--- src/sync_fifo.sv ---
//----------------------------------------------------------
// Synchronous FIFO
// Circular buffer of DEPTH entries of any packed payload
// type, head shown while valid, push and pop on one edge
//----------------------------------------------------------
module sync_fifo #(
   parameter int  DEPTH     = 16,
   parameter type payload_t = logic [7:0]
) (
   input  logic     clk,
   input  logic     rst,
   input  logic     push,
   input  payload_t push_data,
   input  logic     pop,
   output logic     not_full,
   output logic     valid,
   output payload_t head
);

   localparam int AW = (DEPTH > 1) ? $clog2(DEPTH) : 1;
   localparam int CW = $clog2(DEPTH + 1);

   payload_t        mem [DEPTH];
   logic [AW-1:0]   wr_ptr;
   logic [AW-1:0]   rd_ptr;
   logic [CW-1:0]   count;
   logic            do_push;
   logic            do_pop;

   // Pointer advance with wrap at DEPTH, not a power of two
   function automatic logic [AW-1:0] next_ptr(input logic [AW-1:0] ptr);
      next_ptr = (ptr == AW'(DEPTH - 1)) ? '0 : ptr + 1'b1;
   endfunction

   // Requests qualified by space and content
   assign do_push  = push && not_full;
   assign do_pop   = pop && valid;
   assign not_full = (count != CW'(DEPTH));
   assign valid    = (count != '0);
   assign head     = mem[rd_ptr];

   // Storage
   always_ff @(posedge clk) begin
      if (do_push) begin
         mem[wr_ptr] <= push_data;
      end
   end

   // Pointers and occupancy
   always_ff @(posedge clk) begin
      if (rst) begin
         wr_ptr <= '0;
         rd_ptr <= '0;
         count  <= '0;
      end else begin
         if (do_push) begin
            wr_ptr <= next_ptr(wr_ptr);
         end
         if (do_pop) begin
            rd_ptr <= next_ptr(rd_ptr);
         end
         case ({do_push, do_pop})
            2'b10:   count <= count + 1'b1;
            2'b01:   count <= count - 1'b1;
            default: count <= count;
         endcase
      end
   end

endmodule

--- config.mk ---
export PLATFORM = sky130hd
export DESIGN_NAME = sync_fifo
export DESIGN_NICKNAME = d
export VERILOG_FILES = /design/src/sync_fifo.sv
export SDC_FILE = /design/constraint.sdc
export NUM_CORES = 1
export LEC_CHECK = 0
export BUFFER_PORTS_ARGS = -buffer_cell sky130_fd_sc_hd__buf_2
export CAP_MARGIN = 15
export CORE_ASPECT_RATIO = 0.8
export CORE_UTILIZATION = 61
export DETAILED_ROUTE_END_ITERATION = 10
export PLACE_DENSITY_LB_ADDON = 0.1
export SLEW_MARGIN = 20
export SYNTH_ARGS = -nofsm -noshare
export SYNTH_HDL_FRONTEND = slang
export SYNTH_SLANG_ARGS = --single-unit
--- constraint.sdc ---
create_clock -name clk -period 3.79 [get_ports clk]
set_clock_uncertainty 0.1 [all_clocks]
set_input_delay 0.1895 -clock clk [delete_from_list [all_inputs] [get_ports clk]]
set_output_delay 0.1895 -clock clk [all_outputs]
set_load 0.005 [all_outputs]
# Word level (Yosys, flattened, before mapping)
# Memories as Yosys holds them, arrays and structs flattened. A register that Yosys moved wholly into a read port is not among the register bits.
# Index checks and enable logic that the tools add are counted.
classes:
  n_addsub: 4
  n_eq_ne: 5
  muxes: 7
  n_reduce_logical: 4
op_table:
  columns: ["op", "n"]
  rows:
  - ["$mux W4", 4]
  - ["$pmux W5 S2", 1]
  - ["$add A4 B1 Y4 const B", 2]
  - ["$eq A4 B4 Y1 const B", 2]
  - ["$add A5 B1 Y5 const B", 1]
  - ["$ne A5 B5 Y1 const B", 1]
  - ["$reduce_bool A5 Y1", 1]
  - ["$sub A5 B1 Y5 const B", 1]
  - ["$eq A2 B1 Y1 const B", 1]
  - ["$eq A2 B2 Y1 const B", 1]
  - ["$logic_and A1 B1 Y1", 2]
  - ["$mux W1", 2]
  - ["$reduce_bool A2 Y1", 1]
word_totals:
  reg_bits: 13
  ramBits: 128
  in_bits: 12
  out_inout_bits: 10
  elab_cells: 24
  n_memories: 1
memory_table:
  columns: ["memory", "depth", "word_bits", "rd", "rd_ports_with_merged_regs", "wr", "line", "text"]
  rows:
  - ["mem", 16, 8, 1, 1, 1, "23", "payload_t mem [DEPTH];"]

# Logic depth before layout (Yosys ltp)
logic_depth:
  ltp_word: 4
  ltp_mapped: 12
  ltp_nobuf: 10

# Worst setup path after synthesis
# Ideal clock, no wire load.
synth_path:
  kind: "reg-to-reg"
  startpoint: "register count[1]"
  endpoint: "register count[4]"
  setup_ps: 121
  t_arrival_ps: 2677
  required_time_ps: 3569
  path_slack_ps: 892
  stages_incl_launch_ff: 13
  path_buffers: 3
  period_less_slack_ps: 2898
  cell_sequence: "dfxtp_1 buf_2 or4_4 o21ai_2 buf_6 ha_1 clkbuf_1 xor2_1 ha_1 and3b_1 o21ai_0 a31oi_1 mux2_2"
synth_between:
  elab_chain_len: 4
  elab_cells_between_ends: 10
  cone_classes: "add/sub (2); eq/ne (3); mux (1); reduce/logical (4)"
synth_lines:
  columns: ["item", "line", "text"]
  rows:
  - ["start, declared", "26", "logic [CW-1:0] count;"]
  - ["start signal, assigned", "63", "2'b10: count <= count + 1'b1;"]
  - ["start signal, assigned", "64", "2'b01: count <= count - 1'b1;"]
  - ["start signal, assigned", "65", "default: count <= count;"]
  - ["parallel branches: the longest is 4 deep, another holds $sub A5 B1 Y5", null, null]
# Several ways; the timed one is not identified.
# A chain may end at the register's enable or synchronous reset.

# Final worst setup path
# Same ends and word-level chain as after synthesis.

==> impl_summary.md <==
Die
The number of standard-cell rows in the floorplan is 31. The total area inside the core boundary comes to 9230 um2. The floorplan step set the die height to 90.1 um. The effective utilization at floorplan is 64.0%. The floorplan step set the die width to 112 um. The I/O pin count is 22. The die covers 10100 um2.

Clock tree
After clock tree synthesis, the clock-pin slew on the worst setup and hold paths is 60 ps. The total of hold buffers inserted after clock tree synthesis is 0. CTS saw 145 sinks. The clock tree buffer depth is 2. In this run, post-CTS repair resized a total of 0 instances. The number of setup buffers added after CTS is 0. The clock buffer count from CTS is 17.

The H-tree was split into 4 levels. The root cell of the clock tree is sky130_fd_sc_hd__clkbuf_16. Clock latency on the worst-skew pair, taken at its later pin, is 410 ps. The clock tree from TritonCTS is built.

Final layout
With fillers left out, the area of the finished cells amounts to 6760 um2. The finished layout holds 456 standard cells, fillers aside. The share of final-layout standard cells stronger than drive strength 1 is 27.9%. For this run, the post-layout net count is 348. Relative to the synthesized area, the layout overhead comes to 14.4%. The antenna diode count is 0.

Logic synthesis
The most used flip-flop cell after synthesis is sky130_fd_sc_hd__edfxtp_1. Yosys instantiated no cell more often than sky130_fd_sc_hd__edfxtp_1. Counting every instance in the synthesized netlist gives 296. Summing the sequential cell areas from Yosys gives 70.8% of the chip area. In this run, synthesis produced a sequential element count of 145. The post-synthesis net count is 316.

The number of enable-type register cells in the synthesized netlist is 128. The number of unique standard cell types used by synthesis is 39. After synthesis, the mean cell area works out to 20.0 um2. The total standard cell area after synthesis is 5910 um2.

The count of synthesis-stage warnings from yosys is 0. Summed over its instances, the top area cell type makes up 65.0% of the synthesized netlist area. In the synthesized netlist the async set-or-reset flop fraction comes to 0%. After synthesis, the most frequently instantiated cells are sky130_fd_sc_hd__edfxtp_1 (128), sky130_fd_sc_hd__mux4_2 (26), sky130_fd_sc_hd__dfxtp_1 (17). Of all cell types, the one taking the most synthesized area is sky130_fd_sc_hd__edfxtp_1. Sorting the synthesized cells by area gives the leading types as sky130_fd_sc_hd__edfxtp_1 (65%), sky130_fd_sc_hd__mux4_2 (9.9%), sky130_fd_sc_hd__mux4_1 (6.2%), sky130_fd_sc_hd__dfxtp_1 (5.8%), sky130_fd_sc_hd__ha_1 (1.7%).

Global route
The pin count of the biggest net entering global routing is 33. The number of antenna violations at the first check in global routing is 0. The first global-routing pass estimated 17200 um of wire. The global router's overall resource usage is 24.7%. The number of global-route vias before repair is 2903. The total grt overflow is 0.

Route
Once detail routing completed, the nets flagged for antenna violations numbered 0. The overall via count from detail_route is 2815. The first routing iteration left 258 violations. Summed over all layers, the routed wires come to 11200 um. After detailed routing, the number of vias per cell comes to 6.17. The number of optimization iterations in the first detailed-route pass is 7. The per-cell routed wire length is 24.6 um. The total DRC errors in the routed layout is 1.

Worst setup path
The worst-case register-to-register setup slack is 730 ps. The required time at the worst-slack endpoint is 3990 ps. The type of destination of the critical path is a flip-flop. The arrival time of the worst setup path is 3260 ps. In this run the worst path has a maximum fanout of 9.

The number of cells on the worst reg-to-reg path is 10. The startpoint identified for the worst register-to-register timing path is count[1]$_SDFFE_PP0P_. The sort of element at the start of the critical path is a flip-flop. The reg-to-reg endpoint is count[4]$_SDFFE_PP0P_. The worst setup path is of the reg2reg kind.

Place
Including well taps, the total number of placed cells is 424. The worst setup slack after placement is 773 ps. The placer congestion estimate is 0.826. The half-perimeter wire length after detailed placement is 6960 um. The post-placement cell area is 6120 um2.

Port buffering added 21 buffers.

Timing
The number of failing hold endpoints at the final stage is 0. Dividing the final minimum period by the clock period gives 80.8%. The final number of max-transition violations is 0. The final critical-path setup slack is 728 ps. The worst pin sits at a relative slew slack of 56.1%. After routing, the total negative slack on setup checks comes to 0 ps. Setup violations remaining at the end of the flow were counted as 0. Setup repair after global routing left no endpoint under its margin. Timing would allow up to 327 MHz. The time the final worst path needs with I/O delays and setup is 3060 ps. The transition time of the tightest slew-check pin is 658 ps.

Power
Across the VDD grid, the largest voltage drop is 0.644 mV. The power density over the cells is 666 nW/um2. For this design the static power due to leakage is 2.24 nW.

Min path
For hold timing, the worst endpoint is count[1]$_SDFFE_PP0P_. The classification of the worst-slack hold path is in2reg. The cell depth of the worst hold path is 2.

The startpoint of the tightest hold check path is rst.

Outcome
The run finished, with violations left. The final reports fail on DRC.

Run
The number of maximum-capacitance violations is 0.
[state kept, by name, indices dropped and copies added (netlist names), named ones only]
name,flops
wr_ptr,4
mem,128
rd_ptr,4
count,5
[worst max-delay path by stage]
stage                          start                     to
6_report       count[1]$_SDFFE_PP0P_  count[4]$_SDFFE_PP0P_
5_1_grt        count[1]$_SDFFE_PP0P_  count[4]$_SDFFE_PP0P_
4_1_cts                    flip-flop                head[4]
3_5_place_dp   count[1]$_SDFFE_PP0P_  count[4]$_SDFFE_PP0P_
3_3_place_gp   count[1]$_SDFFE_PP0P_  count[4]$_SDFFE_PP0P_
2_1_floorplan  count[1]$_SDFFE_PP0P_  count[4]$_SDFFE_PP0P_
[cell usage in the layout (no fill, tap or decap), types with 3 or more instances in the layout]
master / instances
sky130_fd_sc_hd__o21ai_0: 6
sky130_fd_sc_hd__xor2_1: 5
sky130_fd_sc_hd__mux2i_1: 3
sky130_fd_sc_hd__clkbuf_16: 17
sky130_fd_sc_hd__dfxtp_1: 16
sky130_fd_sc_hd__nor2b_1: 3
sky130_fd_sc_hd__edfxtp_1: 128
sky130_fd_sc_hd__mux4_1: 14
sky130_fd_sc_hd__ha_1: 8
sky130_fd_sc_hd__bufinv_16: 5
sky130_fd_sc_hd__nor2_1: 10
sky130_fd_sc_hd__nand2_1: 6
sky130_fd_sc_hd__nor4b_2: 4
sky130_fd_sc_hd__mux4_2: 26
sky130_fd_sc_hd__a21oi_1: 9
sky130_fd_sc_hd__buf_4: 8
sky130_fd_sc_hd__inv_1: 5
sky130_fd_sc_hd__and2_1: 13
sky130_fd_sc_hd__buf_2: 21
sky130_fd_sc_hd__clkinvlp_4: 5
[metal layers]
layer	track usage, %	up-vias	share of wire (%)
met2	36.3	69	47
met3	6.54	10	4.8
li1	-	1283	-
met4	7.89	0	0.97
met1	36.6	1453	47
met5	0	-	0
[cell families after synthesis]
logic type               Yosys count  synth area share (%)
XOR/XNOR                           5                 0.741
AO/OA/AOI/OAI                     26                  2.79
adder cells (fa/ha/maj)            8                  1.69
buffers and inverters             21                  2.43
multiplexers                      45                  17.0
AND/OR/NAND/NOR                   46                  4.55
flip-flops                       145                  70.8
[per-stage QoR]
| step | power (W) | util, % | hold slack [ps] |
|---|---|---|---|
| after floorplan | 0.00253 | - | 159 |
| after global placement | 0.00272 | 66.3 | 394 |
| after detailed placement | 0.00274 | 66.3 | 399 |
| after CTS | 0.00453 | 73.3 | 23.1 |
| after global routing | 0.00466 | 73.3 | 43.1 |
| final | 0.00451 | 73.3 | 33.7 |
[critical path: stages (launching register included)]
cell	delay (ps)
sky130_fd_sc_hd__dfxtp_1	380
sky130_fd_sc_hd__or4_4	590
sky130_fd_sc_hd__o21ai_2	300
sky130_fd_sc_hd__inv_1	110
sky130_fd_sc_hd__ha_1	290
sky130_fd_sc_hd__xor2_1	180
sky130_fd_sc_hd__ha_1	200
sky130_fd_sc_hd__and3b_1	160
sky130_fd_sc_hd__o21ai_0	70
sky130_fd_sc_hd__a31oi_1	200
sky130_fd_sc_hd__mux2_2	350
[where the power goes]
group	switching, W	internal, W	leakage [nW]
combinational	0.000385	0.000425	0.653
sequential	0.000105	0.00181	1.29
clock	0.000620	0.00117	0.294
[area by class of cell]
class	count	area, um2
sequential	145	4190
fill	548	2470
multi-input combinational	130	1610
clock buffer	18	429
clock inverter	14	213
timing repair buffer	29	165
tap	115	144
inverter	5	18.8
No activity file was read; power rests on OpenSTA's default activity.
