--- src/drat_pkg.sv ---
//----------------------------------------------------------
// DRaT packet protocol definitions
// Packet types, field widths and the fixed header length
// for 16-bit complex sample packets
//----------------------------------------------------------
package drat_pkg;

   //----------------------------------------------------------
   // Packet word layout
   //
   //  63    56 55    48 47  34 33 32 31                  0
   //  | type   | seq id | size | 00  |      flow id      |
   //  |                     time                         |
   //  |    I0    |    Q0    |    I1    |    Q1          |
   //----------------------------------------------------------

   // Header type field
   typedef logic [7:0] pkt_type_t;

   // Normal and end-of-burst 16-bit complex packets
   localparam pkt_type_t PKT_INT16_COMPLEX     = 8'h10;
   localparam pkt_type_t PKT_INT16_COMPLEX_EOB = 8'h11;

   // One I/Q sample, I in the upper half
   typedef logic [31:0] sample_t;

   // One packet word on the output stream
   typedef logic [63:0] word_t;

   // Header fields
   typedef logic [7:0]  seq_id_t;
   typedef logic [13:0] pkt_size_t;
   typedef logic [63:0] timestamp_t;
   typedef logic [31:0] flow_id_t;

   // Header plus time word, counted in 32-bit words
   localparam pkt_size_t HEADER_WORDS32 = 14'd4;

endpackage

--- src/packetizer_cfg_pkg.sv ---
//----------------------------------------------------------
// Packetizer implementation configuration
// Buffer depths, counter widths and FIFO entry layouts
//----------------------------------------------------------
package packetizer_cfg_pkg;

   // Metadata entries, one per buffered packet
   localparam int TIME_FIFO_DEPTH = 16;

   // Sample words, two samples each, so 128 samples max per packet
   localparam int SAMPLE_FIFO_DEPTH = 64;

   // Burst length in samples, zero means endless
   typedef logic [47:0] burst_cnt_t;

   // Time step between packets of one burst
   typedef logic [15:0] time_inc_t;

   // Time FIFO entry, 79 bits
   typedef struct packed {
      logic                   eob;
      drat_pkg::pkt_size_t    size;
      drat_pkg::timestamp_t   time_stamp;
   } pkt_meta_t;

   // Sample FIFO entry, 65 bits
   typedef struct packed {
      logic                   last;
      drat_pkg::word_t        data;
   } sample_entry_t;

endpackage

--- src/pkt_framer.sv ---
//----------------------------------------------------------
// Packet framer, output side of the packetizer
// Sends header, time and sample words from the FIFO heads
// and keeps the sequence ID
//----------------------------------------------------------
module pkt_framer (
   input  logic                              clk,
   input  logic                              rst,
   input  logic                              enable,
   input  drat_pkg::flow_id_t                flow_id,
   input  logic                              meta_valid,
   input  packetizer_cfg_pkg::pkt_meta_t     meta_head,
   input  logic                              word_valid,
   input  packetizer_cfg_pkg::sample_entry_t word_head,
   input  logic                              out_ready,
   output logic                              meta_pop,
   output logic                              word_pop,
   output logic                              out_valid,
   output drat_pkg::word_t                   out_data,
   output logic                              out_last,
   output logic                              out_quiet
);

   typedef enum logic [1:0] {
      ST_HEADER,
      ST_TIME,
      ST_SAMPLES,
      ST_DRAIN
   } state_t;

   state_t              state;
   drat_pkg::seq_id_t   seq_id;
   drat_pkg::pkt_type_t pkt_type;
   logic                pkt_eob;
   logic                xfer;

   assign xfer     = out_valid && out_ready;
   assign pkt_type = meta_head.eob ? drat_pkg::PKT_INT16_COMPLEX_EOB
                                   : drat_pkg::PKT_INT16_COMPLEX;

   //----------------------------------------------------------
   // State machine
   //----------------------------------------------------------
   always_ff @(posedge clk) begin
      if (rst) begin
         state   <= ST_DRAIN;
         pkt_eob <= 1'b0;
      end else begin
         case (state)
            ST_HEADER: begin
               if (meta_valid && out_ready) begin
                  state   <= ST_TIME;
                  pkt_eob <= meta_head.eob;
               end else if (!meta_valid && !enable) begin
                  // Nothing pending and disabled
                  state <= ST_DRAIN;
               end
            end
            ST_TIME: begin
               if (meta_valid && out_ready) begin
                  state <= ST_SAMPLES;
               end
            end
            ST_SAMPLES: begin
               if (word_valid && out_ready && word_head.last) begin
                  state <= enable ? ST_HEADER : ST_DRAIN;
               end
            end
            default: begin
               if (enable) begin
                  state <= ST_HEADER;
               end
            end
         endcase
      end
   end

   //----------------------------------------------------------
   // Sequence ID
   //----------------------------------------------------------
   always_ff @(posedge clk) begin
      if (rst) begin
         seq_id <= '0;
      end else if (!enable && (state != ST_HEADER)) begin
         // Header word holds its ID while offered
         seq_id <= '0;
      end else if (xfer && out_last) begin
         // Packet after an EOB starts the next burst at zero
         seq_id <= pkt_eob ? '0 : seq_id + 1'b1;
      end
   end

   //----------------------------------------------------------
   // Output word mux and FIFO pops
   //----------------------------------------------------------
   always_comb begin
      out_valid = 1'b0;
      out_data  = '0;
      out_last  = 1'b0;
      meta_pop  = 1'b0;
      word_pop  = 1'b0;
      case (state)
         ST_HEADER: begin
            out_valid = meta_valid;
            out_data  = {pkt_type, seq_id, meta_head.size, 2'b00, flow_id};
         end
         ST_TIME: begin
            // Metadata leaves with the time word
            out_valid = meta_valid;
            out_data  = meta_head.time_stamp;
            meta_pop  = meta_valid && out_ready;
         end
         ST_SAMPLES: begin
            out_valid = word_valid;
            out_data  = word_head.data;
            out_last  = word_head.last;
            word_pop  = word_valid && out_ready;
         end
         default: begin
            // Flush both FIFOs
            meta_pop = 1'b1;
            word_pop = 1'b1;
         end
      endcase
   end

   // No packet waiting and none in progress
   assign out_quiet = !meta_valid && !word_valid &&
                      ((state == ST_HEADER) || (state == ST_DRAIN));

endmodule

--- config.mk ---
export PLATFORM = sky130hd
export DESIGN_NAME = pkt_framer
export DESIGN_NICKNAME = d
export VERILOG_FILES = /design/src/drat_pkg.sv /design/src/packetizer_cfg_pkg.sv /design/src/pkt_framer.sv
export SDC_FILE = /design/constraint.sdc
export NUM_CORES = 1
export LEC_CHECK = 0
export BUFFER_PORTS_ARGS = -buffer_cell sky130_fd_sc_hd__buf_2
export CORE_AREA = 2 2 98 100
export CTS_CLUSTER_DIAMETER = 150
export DETAILED_ROUTE_END_ITERATION = 10
export DIE_AREA = 0 0 100 102
export MAX_ROUTING_LAYER = met4
export SLEW_MARGIN = 10
export SYNTH_ARGS = -nofsm -noshare
export SYNTH_HDL_FRONTEND = slang
export SYNTH_SLANG_ARGS = --single-unit
export TNS_END_PERCENT = 10
--- constraint.sdc ---
create_clock -name clk -period 2.5 [get_ports clk]
set_clock_uncertainty 0.05 [all_clocks]
set_input_delay 0.625 -clock clk [delete_from_list [all_inputs] [get_ports clk]]
set_output_delay 0.625 -clock clk [all_outputs]
set_load 0.05 [all_outputs]
* Word-level counts from Yosys, hierarchy flattened *
Cells that the tools add are included.

storage, ports and cells
  bits in registers = 11
  bits in latches = 0
  RAM bits = 0
  ROM bits = 0
  output and inout bits = 69
  word-level logic and storage cells = 45
  memories = 0

cells by class
  $add $sub $neg = 1
  multipliers = 0
  div/mod/pow operators = 0
  order comparisons = 0
  equality and inequality tests = 6
  shift operators = 0
  multiplexer cells = 14
  bitwise operators = 0
  reduce and logical (&&, ||, !) cells = 21

operator list
  operator               count
  $pmux W64 S3           1
  $mux W2                6
  $logic_and A1 B1 Y1    9
  $add A8 B1 Y8 const B  1
  $mux W8                1
  $pmux W1 S2            3
  $pmux W2 S3            1
  $reduce_or A2 Y1       3
  $eq A2 B2 Y1 const B   2
  $ne A2 B2 Y1 const B   2
  $reduce_and A4 Y1      1
  $reduce_bool A4 Y1     1
  $logic_not A1 Y1       3
  $ne A3 B3 Y1 const B   1
  $eq A2 B1 Y1 const B   1
  $logic_not A2 Y1       1
  $mux W1                2
  $reduce_and A2 Y1      1
  $reduce_bool A2 Y1     1
  $logic_or A1 B1 Y1     1

* Depth between registers and ports, before layout *
  depth after elaboration = 5
  mapped depth = 8
  depth with buffers taken out = 6

* Least setup slack after synthesis *
Ideal clock, no wire load.

  kind = register to output
  start point = register state[0]
  end point = output out_valid
  arrival time = 2.104 ns
  setup slack = -0.279 ns
  stages on the path, launching flop included = 8
  buffers on the path = 3
  path through = dfxtp_1 -> inv_1 -> ha_1 -> buf_2 -> clkbuf_1 -> buf_1 -> nand2_1 -> a21oi_1

on the way
  word-level cells in the longest chain between the ends = 3
  elaborated cells on any way between the ends = 5
  classes of those cells = eq/ne: 2; mux: 1; reduce/logical: 2

ends and longest elaborated chain
  what                                              line               text
  start, declared                                   pkt_framer.sv:31   state_t state;
  start signal, assigned                            pkt_framer.sv:66   state <= enable ? ST_HEADER : ST_DRAIN;
  $eq A2 B1 Y1 or $logic_not A2 Y1 (tied branches)  pkt_framer.sv:102  case (state)
  $reduce_or A2 Y1 (no line)                        -
  $pmux W1 S2 (*)                                   pkt_framer.sv:102
  end, declared                                     pkt_framer.sv:18   output logic out_valid,

Every way passes the cells marked *; elsewhere a longest branch is shown, timed or not.

* Worst setup path after layout *
  start point = register state[0]
  end point = output out_data[4]

on the way
  word-level cells in the longest chain between the ends = 2
  elaborated cells on any way between the ends = 4
  classes of those cells = eq/ne: 2; mux: 1; reduce/logical: 1

ends and longest elaborated chain
  what                                  line               text
  $eq A2 B2 Y1 (tied with other cells)  pkt_framer.sv:102
  $pmux W64 S3 (*)                      pkt_framer.sv:102
  end, declared                         pkt_framer.sv:19   output drat_pkg::word_t out_data,

Marked as above.

==> results.json <==
{
  "mostFrequentLayoutCells": "buf_2, nor2_1, a222oi_1",
  "synth_ff_type": "dfxtp_1",
  "fp-row-count": 35,
  "ys_warn_count": 0,
  "filler_cell_count": 990,
  "netlist_area_sq_um": 1690,
  "die_y_um": 102,
  "clkTransAtPathRegs_ns": 0.05,
  "numCtsBuffers": 3,
  "cts_tree": "yes",
  "clk_latency_ns": 0.24,
  "wl_met3_um": 835,
  "syn2layout_area_growth_pct": 89.8,
  "grt_remaining_overflow": 0,
  "initial_core_util_pct": 18.5,
  "drt-initial-drc-count": 275,
  "drt_first_pass_iters": 6,
  "min_path_type": "flip-flop to flip-flop",
  "ys_seq_elements": 11,
  "fin_ws_ns": 0.0512,
  "cts_sinks": 11,
  "synth_cells": 247,
  "grt_pass1_vias": 2710,
  "finalHoldViolations": 0,
  "synthesis.nets": 434,
  "pwr_density_cell_nw_per_um2": 1300,
  "worstMarginPinSlew_ns": 0.676,
  "synth_edf_count": 0,
  "path_class": "flip-flop to primary output",
  "drv_slew": 0,
  "syn_area_per_cell_sq_um": 6.82,
  "core-area_sq_um": 9110,
  "path_max_fanout": 29,
  "p_leak_nw": 1.65,
  "ff2ff_path_depth": 6,
  "relSlewSlack_pct": 54.9,
  "fin_crit_sh_pct": 98.0,
  "grt.total_usage_pct": 15.0,
  "io_pins": 251,
  "routed.top_layer": "met4",
  "grt_pass1_wl_um": 12300,
  "required_ns": 1.82,
  "final_common_cell": "buf_2",
  "fp.dieArea_sq_um": 10200,
  "place_ws_ns": 0.159,
  "outcome": "complete, no violations",
  "place_congestion": 0.759,
  "drive_above_1_share_pct": 58.2,
  "num_vias": 3118,
  "synth_cell_types": 35,
  "seq_area_frac_synth_pct": 13.1,
  "min_path_cells": 2,
  "postSynth.asyncResetShare_pct": 0,
  "power_w": 0.00417,
  "wl_per_cell_um": 15.1,
  "antenna_found_initial": 0,
  "num_antenna_cells": 0,
  "cp.arrival_ns": 1.77,
  "hold_buffers": 0,
  "postRouteAntennaNets": 0,
  "grt_max_degree": 37,
  "fin_nets": 666,
  "die-width_um": 100,
  "via_per_inst": 5.29,
  "cp-start-kind": "flip-flop",
  "drc": 0,
  "fmax_mhz": 408,
  "dp_hpwl_um": 7050,
  "portBuffers": 250,
  "setup_viol": 0,
  "cts_root_buffer": "clkbuf_8",
  "wirelength_um": 8910,
  "h-tree-depth": 1,
  "cts_buffer_depth": 2,
  "cap_violations": 0,
  "crit_path_end_kind": "primary output",
  "peakVddDrop_v": 0.000497,
  "route.met2.wl_um": 4530,
  "min_period_ns": 2.45,
  "wl_met1_um": 3470
}
==> cell usage after synthesis (2+ instances only) <==
cell | count | area [sq um]
nor2_1 | 69 | 259
a222oi_1 | 55 | 551
clkbuf_1 | 24 | 90.1
dfxtp_1 | 11 | 220
nand2_1 | 10 | 37.5
a21oi_1 | 8 | 40.0
a22oi_1 | 8 | 60.1
inv_1 | 6 | 22.5
a31oi_1 | 5 | 31.3
ha_1 | 5 | 62.6
nand3_1 | 5 | 25.0
buf_1 | 4 | 15.0
buf_2 | 3 | 15.0
nand3b_1 | 3 | 22.5
nor3_1 | 3 | 15.0
o21bai_1 | 3 | 22.5
or4_1 | 3 | 22.5
a221oi_1 | 2 | 17.5
a311o_1 | 2 | 20.0
o21ai_0 | 2 | 10.0
or4b_1 | 2 | 20.0
==> critical path: stages (launching register included) <==
cell,delay (ns)
dfxtp_4,0.37
inv_2,0.07
ha_4,0.20
buf_8,0.17
a222oi_1,0.42
nor2_1,0.11
buf_6,0.17
==> through the flow <==
stage	setup TNS (ns)	std cells	hold WS [ns]	area, sq um	utilization (%)
2_1_floorplan	-6.36	247	0.407	1700	-
3_3_place_gp	0	585	0.425	3090	33.9
3_5_place_dp	0	585	0.435	3090	33.9
4_1_cts	0	589	0.442	3180	35.0
5_1_grt	-0.00340	589	0.469	3200	35.1
6_report	0	589	0.438	3200	35.1
==> state kept, by name, indices dropped and copies added (netlist names) <==
| register | cells |
|---|---|
| pkt_eob | 1 |
| seq_id | 8 |
| state | 2 |
==> power breakdown <==
group / internal [W] / switching (W)
Sequential: 0.000201 / 0.0000242
Clock: 0.000112 / 0.0000691
Combinational: 0.00106 / 0.00270
Total: 0.00137 / 0.00280
==> layout make-up <==
| class | instances | area, sq um | area share, % |
|---|---|---|---|
| Clock buffer | 4 | 45.0 | 1.41 |
| Inverter | 6 | 22.5 | 0.704 |
| Multi-Input combinational cell | 199 | 1380 | 43.0 |
| Sequential cell | 11 | 228 | 7.12 |
| Tap cell | 111 | 139 | 4.34 |
| Timing Repair Buffer | 258 | 1390 | 43.4 |
==> per-layer routing <==
metal,GRT usage [%],vias to the layer above
met1,18.0,1411
met2,27.8,222
li1,-,1478
met3,1.09,7
met4,2.74,0
met5,-,-
==> what timing repair did <==
item / 4_1_cts / 5_1_grt
resized for setup: 11 / 5
setup endpoints to repair: 19 / 32
cloned: 0 / 0
setup buffers: 0 / 0
pin swaps: 4 / 4
==> worst paths after layout <==
kind,slack [ns],to,from
worst max-delay path,0.05,out_data[4],state[0]$_SDFFE_PP1P_
worst min-delay path,0.44,seq_id[1]$_SDFFE_PP0P_,seq_id[1]$_SDFFE_PP0P_
worst max register to register,0.49,seq_id[2]$_SDFFE_PP0P_,state[0]$_SDFFE_PP1P_
worst min register to register,0.44,seq_id[1]$_SDFFE_PP0P_,seq_id[1]$_SDFFE_PP0P_
==> kinds of logic (layout without fill, tap and decap cells) <==
group / after synthesis / count (layout) / synth area share [%]
AOI/OAI and AO/OA: 90 / 90 / 46.9
and+or+nand+nor: 103 / 103 / 27.2
muxes: 1 / 1 / 0.594
DFF: 11 / 11 / 13.1
adders and majority gates: 5 / 5 / 3.71
buffers and inverters: 37 / 268 / 8.46
Power figures use the tool's default switching activity.
