--- src/drat_pkg.sv ---
//----------------------------------------------------------
// DRaT packet protocol definitions
// Packet types, field widths and the fixed header length
// for 16-bit complex sample packets
//----------------------------------------------------------
package drat_pkg;

   //----------------------------------------------------------
   // Packet word layout
   //
   //  63    56 55    48 47  34 33 32 31                  0
   //  | type   | seq id | size | 00  |      flow id      |
   //  |                     time                         |
   //  |    I0    |    Q0    |    I1    |    Q1          |
   //----------------------------------------------------------

   // Header type field
   typedef logic [7:0] pkt_type_t;

   // Normal and end-of-burst 16-bit complex packets
   localparam pkt_type_t PKT_INT16_COMPLEX     = 8'h10;
   localparam pkt_type_t PKT_INT16_COMPLEX_EOB = 8'h11;

   // One I/Q sample, I in the upper half
   typedef logic [31:0] sample_t;

   // One packet word on the output stream
   typedef logic [63:0] word_t;

   // Header fields
   typedef logic [7:0]  seq_id_t;
   typedef logic [13:0] pkt_size_t;
   typedef logic [63:0] timestamp_t;
   typedef logic [31:0] flow_id_t;

   // Header plus time word, counted in 32-bit words
   localparam pkt_size_t HEADER_WORDS32 = 14'd4;

endpackage

--- src/packetizer_cfg_pkg.sv ---
//----------------------------------------------------------
// Packetizer implementation configuration
// Buffer depths, counter widths and FIFO entry layouts
//----------------------------------------------------------
package packetizer_cfg_pkg;

   // Metadata entries, one per buffered packet
   localparam int TIME_FIFO_DEPTH = 16;

   // Sample words, two samples each, so 128 samples max per packet
   localparam int SAMPLE_FIFO_DEPTH = 64;

   // Burst length in samples, zero means endless
   typedef logic [47:0] burst_cnt_t;

   // Time step between packets of one burst
   typedef logic [15:0] time_inc_t;

   // Time FIFO entry, 79 bits
   typedef struct packed {
      logic                   eob;
      drat_pkg::pkt_size_t    size;
      drat_pkg::timestamp_t   time_stamp;
   } pkt_meta_t;

   // Sample FIFO entry, 65 bits
   typedef struct packed {
      logic                   last;
      drat_pkg::word_t        data;
   } sample_entry_t;

endpackage

--- src/sample_packer.sv ---
//----------------------------------------------------------
// Sample packer, input side of the packetizer
// Pairs samples into words, tracks packet and burst
// position and pushes one metadata entry per packet
//----------------------------------------------------------
module sample_packer (
   input  logic                           clk,
   input  logic                           rst,
   input  logic                           enable,
   input  logic                           in_valid,
   input  drat_pkg::sample_t              in_data,
   input  logic                           beat,
   input  drat_pkg::pkt_size_t            packet_size,
   input  packetizer_cfg_pkg::burst_cnt_t burst_size,
   input  drat_pkg::timestamp_t           start_time,
   input  packetizer_cfg_pkg::time_inc_t  time_per_pkt,
   output logic                           meta_push,
   output packetizer_cfg_pkg::pkt_meta_t  meta_entry,
   output logic                           word_push,
   output packetizer_cfg_pkg::sample_entry_t word_entry,
   output logic                           in_quiet
);

   // Packet phase
   // PH_FIRST   waiting for the first sample of a packet
   // PH_SECOND  waiting for the second sample of a pair
   // PH_PAIR    waiting for the first sample of a later pair
   typedef enum logic [1:0] {
      PH_FIRST,
      PH_SECOND,
      PH_PAIR
   } phase_t;

   phase_t                          phase;
   drat_pkg::pkt_size_t             sample_cnt;
   drat_pkg::pkt_size_t             count_now;
   logic                            in_burst;
   packetizer_cfg_pkg::burst_cnt_t  burst_left;
   packetizer_cfg_pkg::burst_cnt_t  burst_rem;
   drat_pkg::sample_t               hold;
   drat_pkg::timestamp_t            pkt_time;
   drat_pkg::timestamp_t            pkt_time_next;
   logic                            take;
   logic                            last_of_burst;
   logic                            end_of_packet;

   // Accepted beat as seen by this side
   assign take = beat && in_valid;

   //----------------------------------------------------------
   // Packet and burst position
   //----------------------------------------------------------

   // Samples in this packet including the current beat
   assign count_now = sample_cnt + 1'b1;

   // First beat of a burst sees the full burst size
   assign burst_rem     = in_burst ? burst_left : burst_size;
   assign last_of_burst = (burst_size != '0) && (burst_rem == 48'd1);
   assign end_of_packet = (count_now >= packet_size) || last_of_burst;

   always_ff @(posedge clk) begin
      if (rst || !enable) begin
         phase      <= PH_FIRST;
         sample_cnt <= '0;
         in_burst   <= 1'b0;
         burst_left <= '0;
      end else if (take) begin
         if (end_of_packet) begin
            phase      <= PH_FIRST;
            sample_cnt <= '0;
         end else begin
            phase      <= (phase == PH_SECOND) ? PH_PAIR : PH_SECOND;
            sample_cnt <= count_now;
         end
         // Burst closes on its last sample, endless bursts never do
         in_burst   <= !last_of_burst;
         burst_left <= burst_rem - 1'b1;
      end
   end

   //----------------------------------------------------------
   // Packet time and pair holding register
   //----------------------------------------------------------

   // New time on the first beat of every packet
   always_comb begin
      pkt_time_next = pkt_time;
      if (phase == PH_FIRST) begin
         pkt_time_next = in_burst ? pkt_time + time_per_pkt : start_time;
      end
   end

   always_ff @(posedge clk) begin
      if (take) begin
         pkt_time <= pkt_time_next;
         hold     <= in_data;
      end
   end

   //----------------------------------------------------------
   // FIFO pushes
   //----------------------------------------------------------

   // Metadata goes in with the packet's last sample
   assign meta_push             = take && end_of_packet;
   assign meta_entry.eob        = last_of_burst;
   assign meta_entry.size       = count_now + drat_pkg::HEADER_WORDS32;
   assign meta_entry.time_stamp = pkt_time_next;

   // Completed pair, or a lone sample that ends the packet
   assign word_push       = take && ((phase == PH_SECOND) || end_of_packet);
   assign word_entry.last = end_of_packet;
   // Earlier sample in the upper half, lone sample duplicated
   assign word_entry.data = (phase == PH_SECOND) ? {hold, in_data} : {in_data, in_data};

   // Between packets and between bursts
   assign in_quiet = (phase == PH_FIRST) && !in_burst;

endmodule

--- config.mk ---
export PLATFORM = sky130hd
export DESIGN_NAME = sample_packer
export DESIGN_NICKNAME = d
export VERILOG_FILES = /design/src/drat_pkg.sv /design/src/packetizer_cfg_pkg.sv /design/src/sample_packer.sv
export SDC_FILE = /design/constraint.sdc
export NUM_CORES = 1
export LEC_CHECK = 0
export BUFFER_PORTS_ARGS = -buffer_cell sky130_fd_sc_hd__buf_2
export CORE_MARGIN = 8
export CORE_UTILIZATION = 55
export DETAILED_ROUTE_END_ITERATION = 16
export PLACE_DENSITY = 0.93
export SYNTH_ARGS = -nofsm -noshare
export SYNTH_HDL_FRONTEND = slang
export SYNTH_SLANG_ARGS = --single-unit
--- constraint.sdc ---
create_clock -name clk -period 6.9 [get_ports clk]
set_clock_uncertainty 0.15 [all_clocks]
set_input_delay 1.035 -clock clk [delete_from_list [all_inputs] [get_ports clk]]
set_output_delay 1.035 -clock clk [all_outputs]
set_load 0.01 [all_outputs]
# Word level (Yosys, flattened, before mapping)
# Index checks and enable logic that the tools add are counted.
# word_totals
reg_bits	161
input_bits	179
output_inout_bits	147
elab_cells	33
# classes
n_addsub	4
n_lt_le_gt_ge	1
mux	7
eq_ne	2
reduce_logical	13
# op_table
operator	count
$mux 64	3
$add 64x16->64	1
$eq 48x1->1 const B	1
$mux 48	1
$reduce_bool 48->1	1
$sub 48x1->48 const B	1
$add 14x1->14 const B	1
$add 14x3->14 const B	1
$ge 14x14->1	1
$mux 14	1
$logic_and 1x1->1	5
$mux 2	2
$logic_not 1->1	3
$logic_or 1x1->1	3
$eq 2x1->1 const B	1
$logic_not 2->1	1

# Depth between registers and ports, before layout
# Gate-level depths: netlist (run 1).
# depth
word_depth	6
mapped_depth	17
depth_no_buf	14

# Worst setup path before layout (run 1)
# No wires, ideal clock.
# synth_path
kind	input port to flip-flop
from	input port beat
to	register burst_left[41]
stages	6
slack_ps	1743
t_arrival_ps	4927
path_buffers	2
setup_ps	80
required_ps	6670
path_cell_list	nand2_1 > clkinv_1 > clkbuf_1 > buf_1 > o2111ai_1 > nand3_1
# synth_between
elab_chain_cells	1
# synth_rtl
element	line	text
start, declared	sample_packer.sv:12	input logic beat,
$logic_and 1x1->1	sample_packer.sv:48	assign take = beat && in_valid;
named net take	sample_packer.sv:43	logic take;
end signal, assigned	sample_packer.sv:78	burst_left <= burst_rem - 1'b1;
end, declared	sample_packer.sv:38	packetizer_cfg_pkg::burst_cnt_t burst_left;
# The timed path passes the listed nets, and every way through them passes these cells.
# A chain may end at the register's enable or synchronous reset.

# Worst setup path in the final report (run 1)
# layout_path
from	register sample_cnt[0]
to	output port word_push
# layout_between
elab_chain_cells	5
# layout_rtl
element	line	text
start, declared	sample_packer.sv:35	drat_pkg::pkt_size_t sample_cnt;
start signal, assigned	sample_packer.sv:74	sample_cnt <= count_now;
$add 14x1->14	sample_packer.sv:55	assign count_now = sample_cnt + 1'b1;
$ge 14x14->1	sample_packer.sv:60	assign end_of_packet = (count_now >= packet_size) || last_of_burst;
$logic_or 1x1->1	sample_packer.sv:60	
$logic_or 1x1->1	sample_packer.sv:112	assign word_push = take && ((phase == PH_SECOND) || end_of_packet);
$logic_and 1x1->1	sample_packer.sv:112	
end, declared	sample_packer.sv:19	output logic word_push,
# No other way between the ends.

==> results of run 1 <==
stage by stage:
step | instance area [um^2] | power (W)
after floorplan | 12400 | 0.00143
after global placement | 13900 | 0.00161
after detailed placement | 13900 | 0.00163
after CTS | 14500 | 0.00261
after global routing | 14500 | 0.00271
final | 14500 | 0.00262
registers in the layout, indices dropped and copies added (netlist names):
signal and flops:
burst_left 48, hold 32, in_burst 1, phase 2
pkt_time 64, sample_cnt 14
cells in the mapped netlist, types with 4 or more instances:
cell / n
nand3_1: 68
o31ai_1: 4
o21ai_0: 66
nand2b_1: 16
inv_1: 35
and3_1: 28
or3b_2: 5
nor3_1: 53
o21a_1: 12
nand2_1: 137
ha_1: 34
a21o_1: 14
a221oi_1: 5
nor2b_1: 8
buf_4: 34
edfxtp_1: 96
o32ai_1: 4
o22ai_1: 42
mux2i_1: 59
a311oi_1: 4
clkbuf_1: 75
or4_1: 7
or2_2: 6
o211ai_1: 14
a21oi_1: 84
a22oi_1: 22
a31oi_1: 12
or3b_1: 7
nor3b_1: 21
xnor2_1: 37
a31o_2: 5
mux2_2: 41
nand4_1: 19
a211o_1: 7
dfxtp_1: 65
and2_1: 12
o221ai_1: 6
or3_1: 27
buf_1: 10
a211oi_1: 14
nor4_1: 31
and4_1: 7
o2111ai_1: 9
nor2_1: 124
xor2_1: 37
worst min path at each step:
stage                                      startpoint                           to  slack (ns)  depth (start not counted)
after global routing      burst_left[47]$_SDFFE_PP0P_  burst_left[47]$_SDFFE_PP0P_        0.36                          2
final                     burst_left[15]$_SDFFE_PP0P_  burst_left[15]$_SDFFE_PP0P_        0.33                          2
after global placement     burst_left[9]$_SDFFE_PP0P_   burst_left[9]$_SDFFE_PP0P_        0.31                          2
after detailed placement  burst_left[15]$_SDFFE_PP0P_  burst_left[15]$_SDFFE_PP0P_        0.32                          2
after floorplan            burst_left[9]$_SDFFE_PP0P_   burst_left[9]$_SDFFE_PP0P_        0.29                          2
after CTS                 burst_left[15]$_SDFFE_PP0P_  burst_left[15]$_SDFFE_PP0P_        0.33                          2
layer usage:
layer | vias to the layer above | global-route usage, %
met5 | - | 0
met4 | 4 | 14.2
met3 | 171 | 6.87
met2 | 913 | 47.0
met1 | 6060 | 34.0
li1 | 5976 | -
critical path, cell delays in order (launching register included):
cell and delay, ns:
dfxtp_1 0.45, nand3_1 0.18, or3_1 0.49, nor2_1 0.37, nand3_1 0.15, xnor2_1 0.38
ha_1 0.33, a21o_1 0.16, a21oi_1 0.24, o211ai_1 0.14, a311oi_1 0.61, inv_1 0.19
nor2_1 0.14, nor2_1 0.04, buf_2 0.16
kinds of logic (layout without fill, tap and decap cells):
logic type,count (synthesis),count (layout),share of synthesized area (%)
compound gates,356,356,18.9
fa+ha+maj,35,35,3.59
flops,161,161,33.8
other cells,0,3,0
simple gates,587,587,24.2
xor+xnor,74,74,5.23
buf+inv,157,407,5.86
mux,100,100,8.49
power groups by stage:
| stage | Clock [W] | Sequential, W | Combinational, W |
|---|---|---|---|
| after floorplan | 0 | 0.00112 | 0.000312 |
| after global placement | 0 | 0.00112 | 0.000487 |
| after detailed placement | 0 | 0.00113 | 0.000502 |
| after CTS | 0.000999 | 0.00111 | 0.000506 |
| after global routing | 0.00104 | 0.00111 | 0.000558 |
| final | 0.000995 | 0.00111 | 0.000516 |
final cells by class:
cell class                      instances  area [um^2]
Fill cell                            1784         7830
Multi-Input combinational cell       1152         7500
Sequential cell                       161         4190
Timing Repair Buffer                  339         1730
Clock buffer                           17          425
Tap cell                              285          357
Clock inverter                         15          190
Inverter                               36          140
Antenna cell                            3         7.51
==> metrics.md, run 1 <==
| Metric | Value |
|---|---|
| Status | completed |
| Commonest non-fill, non-tap cells in the layout | buf_2, nand2_1, nor2_1 |
| Comb pwr share | 19.7% |
| # nets final | 1921 |
| Async SR Flop Fraction | 0% |
| M1 WL | 15600 um |
| Post-synth EDFFs | 96 |
| CP endpoint | word_push |
| CTS Buf Count | 17 |
| Final Util | 65.0% |
| Total vias in the final route | 13100 |
| PortBufs | 325 |
| Most common flop cell mapped by yosys | edfxtp_1 |
| CTS tree | built |
| Worst Tran Pin Value | 1.10 ns |
| Setup TNS | 0 ns |
| Area contributors post-synth | edfxtp_1, dfxtp_1, mux2i_1 |
| Die height | 166 um |
| Detail Placement HPWL | 29400 um |
| Reg2Reg Depth | 8 |
| Area leader, netlist | edfxtp_1 |
| Clock power frac | 38.0% |
| H-tree Lvls | 4 |
| First-pass GRT wire length | 65600 um |
| Reg2reg end | sample_cnt[10]$_SDFFE_PP0P_ |
| Post-DRT Antenna Nets | 0 |
| Worst-path clk slew | 0.08 ns |
| Routed vias/inst | 6.54 |
| Worst vdd ir | 0.161 mV |
| Cts hold-fix bufs | 0 |
| Final Cycle Share | 82.0% |
| Type of the most critical hold path | reg2reg |
| I/O pin cnt | 326 |
| Max layer used | met5 |
| CP Launch Point | sample_cnt[0]$_SDFFE_PP0P_ |
| PD cells | 180 nW/um^2 |
| DP Worst Slack | 1.46 ns |
| Final worst path period need | 5.66 ns |
| Setup slack, reg-to-reg | 2.33 ns |
| Final number of setup-violating endpoints | 0 |
| Initial antenna violation count | 3 |
| Initial drt markers | 1681 |
| Leading cell type in the layout, fill and taps excluded | buf_2 |
| P_leak | 5.81 nW |
| Synth top area share | 23.3% |
| GR Overflow Total | 0 |
| Drt drc | 0 |
| GRT Overall Usage | 28.4% |
| Die area | 27600 um^2 |
| Post-CTS Setup Bufs | 0 |
| Worst setup path class | reg2out |
| RSZ-0062 raised after global routing | no |
| PnR worst setup slack | 1.24 ns |
| Post-synthesis cell area | 12400 um^2 |
| Final wirelength | 40900 um |
| Sequential share of power | 42.3% |
| Gate count of the mapped netlist | 1470 |
| Pin count of the biggest net entering global routing | 94 |
| WL/cell | 20.4 um |
| Achievable Freq | 177 MHz |
| Critical path data required time | 5.71 ns |
| Core area | 22400 um^2 |
| Die Span X | 166 um |
| Vias in the first global route | 13000 |
| Mapped Avg Cell Area | 8.43 um^2 |
| Starting density of the core | 55.4% |
| Resize count post-CTS | 0 |
| Placed cells | 1973 |
| Internal power | 0.00179 W |
| R2R Path Start | in_burst$_SDFFE_PP0P_ |
| Final hold violation count | 0 |
| #FFs+latches synth | 161 |
| CTS Sinks | 161 |
| Switch share | 31.6% |
| Area growth syn-to-layout | 17.3% |
| Non-Filler Instances | 2008 |
| Worst EP arrival | 4.48 ns |
| Routed length on met2 | 19200 um |
| 1st-pass router iterations | 8 |
| P_sw | 0.000828 W |
| Register area share after synthesis | 33.8% |
| Clk Latency, worst-skew pair | 0.44 ns |
| Metal3 WL | 4250 um |
| CP Capture Type | output port |
| Startpoint Class | flop |
| Root buf cell | clkbuf_16 |
| Gpl congestion | 1.04 |
| Count of warnings emitted by yosys | 0 |
| Max-slew headroom | 26.3% |
| Layout cells sized above 1 | 25.8% |
| Final hold slack | 0.333 ns |
| Post-synthesis cell type count | 77 |
| Max Cap Viol | 0 |
| Std cell rows | 55 |
| Post-Syn Nets | 1684 |
| Final slew viol count | 0 |
| Clock buffer depth | 2 |
| Crit-path max FO | 6 |
(Power assumes the default switching activity.)
==> run 2: changes to the inputs <==
ABC_AREA = 1   (was default)
CORE_UTILIZATION = 56   (was 55)
clock period = 5.45 ns   (was 6.9 ns; I/O delays follow)
==> metrics.md, run 2 <==
| Metric | Value |
|---|---|
| Compound-Gate Fraction of Synth Area | 8.64% (-10 points) |
| Clock buffer depth | 2 (unchanged) |
| Initial drt markers | 1647 (-2.0%) |
| Setup slack, reg-to-reg | 1.95 ns (-0.38 ns) |
| Register area | 4190 um^2 (unchanged) |
| PortBufs | 325 (unchanged) |
| Worst-path clk slew | 0.07 ns (about the same) |
| Worst setup path class | reg2out |
| Post-Syn Nets | 2441 (+45%) |
| Worst Tran Pin Value | 1.10 ns (+0.00440 ns) |
| Top reg by flops | pkt_time |
| Mapped Avg Cell Area | 6.19 um^2 (-27%) |
| Max FFs per register | 64 (unchanged) |
| Crit-path max FO | 13 (+7) |
| CTS tree | built |
| Area of the multi-input gates | 7850 um^2 (+4.7%) |
| Std cell rows | 57 (+3.6%) |
| Reg2reg end | burst_left[28]$_SDFFE_PP0P_ |
| Starting density of the core | 56.9% (+1.5 points) |
| Total vias in the final route | 15500 (+18%) |
| Status | completed |
| Post-DRT Antenna Nets | 0 (unchanged) |
| Final number of setup-violating endpoints | 0 (unchanged) |
| Largest family of logic cells by synthesized area | simple AND/OR/NAND/NOR gates |
| Final Cycle Share | 85.0% |
| I/O pin cnt | 326 (unchanged) |
| Synth Area in Simple Gates | 39.9% (+16 points) |
| Area leader, netlist | edfxtp_1 |
| GR Overflow Total | 0 (unchanged) |
| Count of warnings emitted by yosys | 0 (unchanged) |
| Area contributors post-synth | edfxtp_1, nand2_1, dfxtp_1 |
| Core area | 24200 um^2 (+8.4%) |
| Final worst path period need | 4.63 ns |
| Resize count post-CTS | 0 (unchanged) |
| DP Area | 15300 um^2 (+10%) |
| Final instance area | 15900 um^2 (+9.5%) |
| CP Launch Point | sample_cnt[0]$_SDFFE_PP0P_ |
| Die height | 173 um (+4.1%) |
| Routed vias/inst | 5.50 (-16%) |
| R2R Path Start | in_burst$_SDFFE_PP0P_ |
| Synth top area share | 20.9% (-2.4 points) |
| H-tree Lvls | 4 (unchanged) |
| XOR/XNOR Fraction of Synth Area | 2.47% (-2.8 points) |
| Post-synth top cells | nand2_1, nor2_1, inv_1, nand3_1, o21ai_0 |
| Leading cell type in the layout, fill and taps excluded | nand2_1 |
| Max-slew headroom | 26.5% (+0.20 points) |
| Cts hold-fix bufs | 0 (unchanged) |
| Area growth syn-to-layout | 15.4% |
| Drt drc | 0 (unchanged) |
| Final wirelength | 49100 um (+20%) |
| Root buf cell | clkbuf_16 |
| Non-Filler Instances | 2823 (+41%) |
| Startpoint Class | flop |
| Vias in the first global route | 14600 (+12%) |
| Pin count of the biggest net entering global routing | 96 (+2.1%) |
| Critical path data required time | 4.48 ns (-1.23 ns) |
| GRT Overall Usage | 31.2% (+2.8 points) |
| Gpl congestion | 1.01 (-2.8%) |
| First-pass GRT wire length | 76300 um (+16%) |
| 1st-pass router iterations | 6 (-2) |
| CP Capture Type | output port |
| PD cells | 212 nW/um^2 (+18%) |
| Die area | 29900 um^2 (+8.4%) |
| Worst EP arrival | 3.67 ns (-0.81 ns) |
| CP endpoint | meta_push |
| #FFs+latches synth | 161 (unchanged) |
| Post-synthesis adder-cell area fraction | 3.23% (-0.36 points) |
| Clk Latency, worst-skew pair | 0.44 ns (about the same) |
| Final hold violation count | 0 (unchanged) |
| Type of the most critical hold path | reg2reg |
| Detail Placement HPWL | 38500 um (+31%) |
| WL/cell | 17.4 um (-15%) |
| Post-synthesis cell area | 13800 um^2 (+11%) |
| Commonest non-fill, non-tap cells in the layout | nand2_1, nor2_1, buf_2 |
| Final slew viol count | 0 (unchanged) |
| Post-synth EDFFs | 96 (unchanged) |
| Top flop regs | pkt_time: 64 flops, burst_left: 48 flops, hold: 32 flops |
| Async SR Flop Fraction | 0% (unchanged) |
| Placed cells | 2789 (+41%) |
| Most common flop cell mapped by yosys | edfxtp_1 |
| # fillers | 2291 (+28%) |
| Post-CTS Setup Bufs | 0 (unchanged) |
| Achievable Freq | 216 MHz |
| Die Span X | 173 um (+4.1%) |
| Register area share after synthesis | 30.3% (-3.4 points) |
| Max Cap Viol | 0 (unchanged) |
| Setup TNS | 0 ns (unchanged) |
| P_leak | 7.96 nW (+37%) |
| CTS Buf Count | 17 (unchanged) |
| CTS Sinks | 161 (unchanged) |
| Post-synthesis mux area share | 2.61% (-5.9 points) |
| Worst vdd ir | 0.207 mV (+29%) |
| # nets final | 2698 (+40%) |
| Reg2Reg Depth | 12 (+4) |
| Layout cells sized above 1 | 18.0% (-7.8 points) |
| RSZ-0062 raised after global routing | no |
| Post-synthesis cell type count | 45 (-42%) |
| Most frequent cell after synthesis | nand2_1 |
| Gate count of the mapped netlist | 2227 (+51%) |
| Initial antenna violation count | 2 (-1) |
==> run 2: changes by cell type in the layout (fill, tap and decap cells not counted), sizes merged, moves of 26 or more <==
| cell | delta |
|---|---|
| and3 | -28 |
| xnor2 | -34 |
| nor3 | -26 |
| a21oi | -32 |
| o22ai | -37 |
| or3 | -27 |
| nor2 | +239 |
| nand3 | +114 |
| mux2i | -59 |
| o21ai | +64 |
| nand2 | +562 |
| inv | +287 |
==> run 2: report_power, final <==
part	switching, W	total (W)	internal [W]	leakage [nW]
clock	0.000572	0.00123	0.000656	0.283
combinational	0.000485	0.000744	0.000259	6.24
sequential	0.0000513	0.00141	0.00136	1.43
==> run 2: worst max-delay path: stages, from the launching register on <==
cell	delay (ns)
dfxtp_1	0.37
inv_1	0.10
nor3_2	0.35
nand3b_1	0.15
xor2_1	0.52
ha_1	0.36
a21oi_1	0.12
o21ai_0	0.10
a21oi_1	0.14
nand2_1	0.07
nor2_1	0.27
nand2_2	0.11
nand2_2	0.10
clkinv_2	0.24
buf_2	0.23
==> run 2: through the flow <==
step	power [W]	hold WS [ns]	util, %	setup WS [ns]
2_1_floorplan	0.00189	0.309	-	0.720
3_3_place_gp	0.00214	0.331	63.3	1.38
3_5_place_dp	0.00216	0.336	63.3	1.29
4_1_cts	0.00337	0.346	65.6	0.809
5_1_grt	0.00350	0.353	65.6	0.504
6_report	0.00338	0.346	65.6	0.816
==> run 2: how the worst min path moves through the flow <==
stage	start	end	slack, ns	cells after the start
3_5_place_dp	phase[1]$_SDFFE_PP0P_	phase[1]$_SDFFE_PP0P_	0.34	2
3_3_place_gp	burst_left[28]$_SDFFE_PP0P_	burst_left[28]$_SDFFE_PP0P_	0.33	2
6_report	phase[1]$_SDFFE_PP0P_	phase[1]$_SDFFE_PP0P_	0.35	2
4_1_cts	phase[1]$_SDFFE_PP0P_	phase[1]$_SDFFE_PP0P_	0.35	2
2_1_floorplan	phase[1]$_SDFFE_PP0P_	phase[1]$_SDFFE_PP0P_	0.31	2
5_1_grt	phase[1]$_SDFFE_PP0P_	phase[1]$_SDFFE_PP0P_	0.35	2
==> run 2: cell type report <==
type                            count  area share, %
Clock buffer                       20           2.81
Tap cell                          324           2.55
Sequential cell                   161           26.3
Clock inverter                     12          0.763
Multi-Input combinational cell   1650           49.3
Antenna cell                        2         0.0314
Inverter                          321           7.63
Timing Repair Buffer              333           10.6
==> run 2: logic make-up after synthesis <==
family	after synthesis
simple gates	1327
buf+inv	416
compound gates	218
flops	161
xor+xnor	38
fa+ha+maj	35
mux	32
==> run 2: per-layer routing <==
layer	global-route usage, %	part of all wire (%)
met5	0	0
met4	13.2	4.3
met3	6.06	8.5
met2	53.4	48
met1	37.8	40
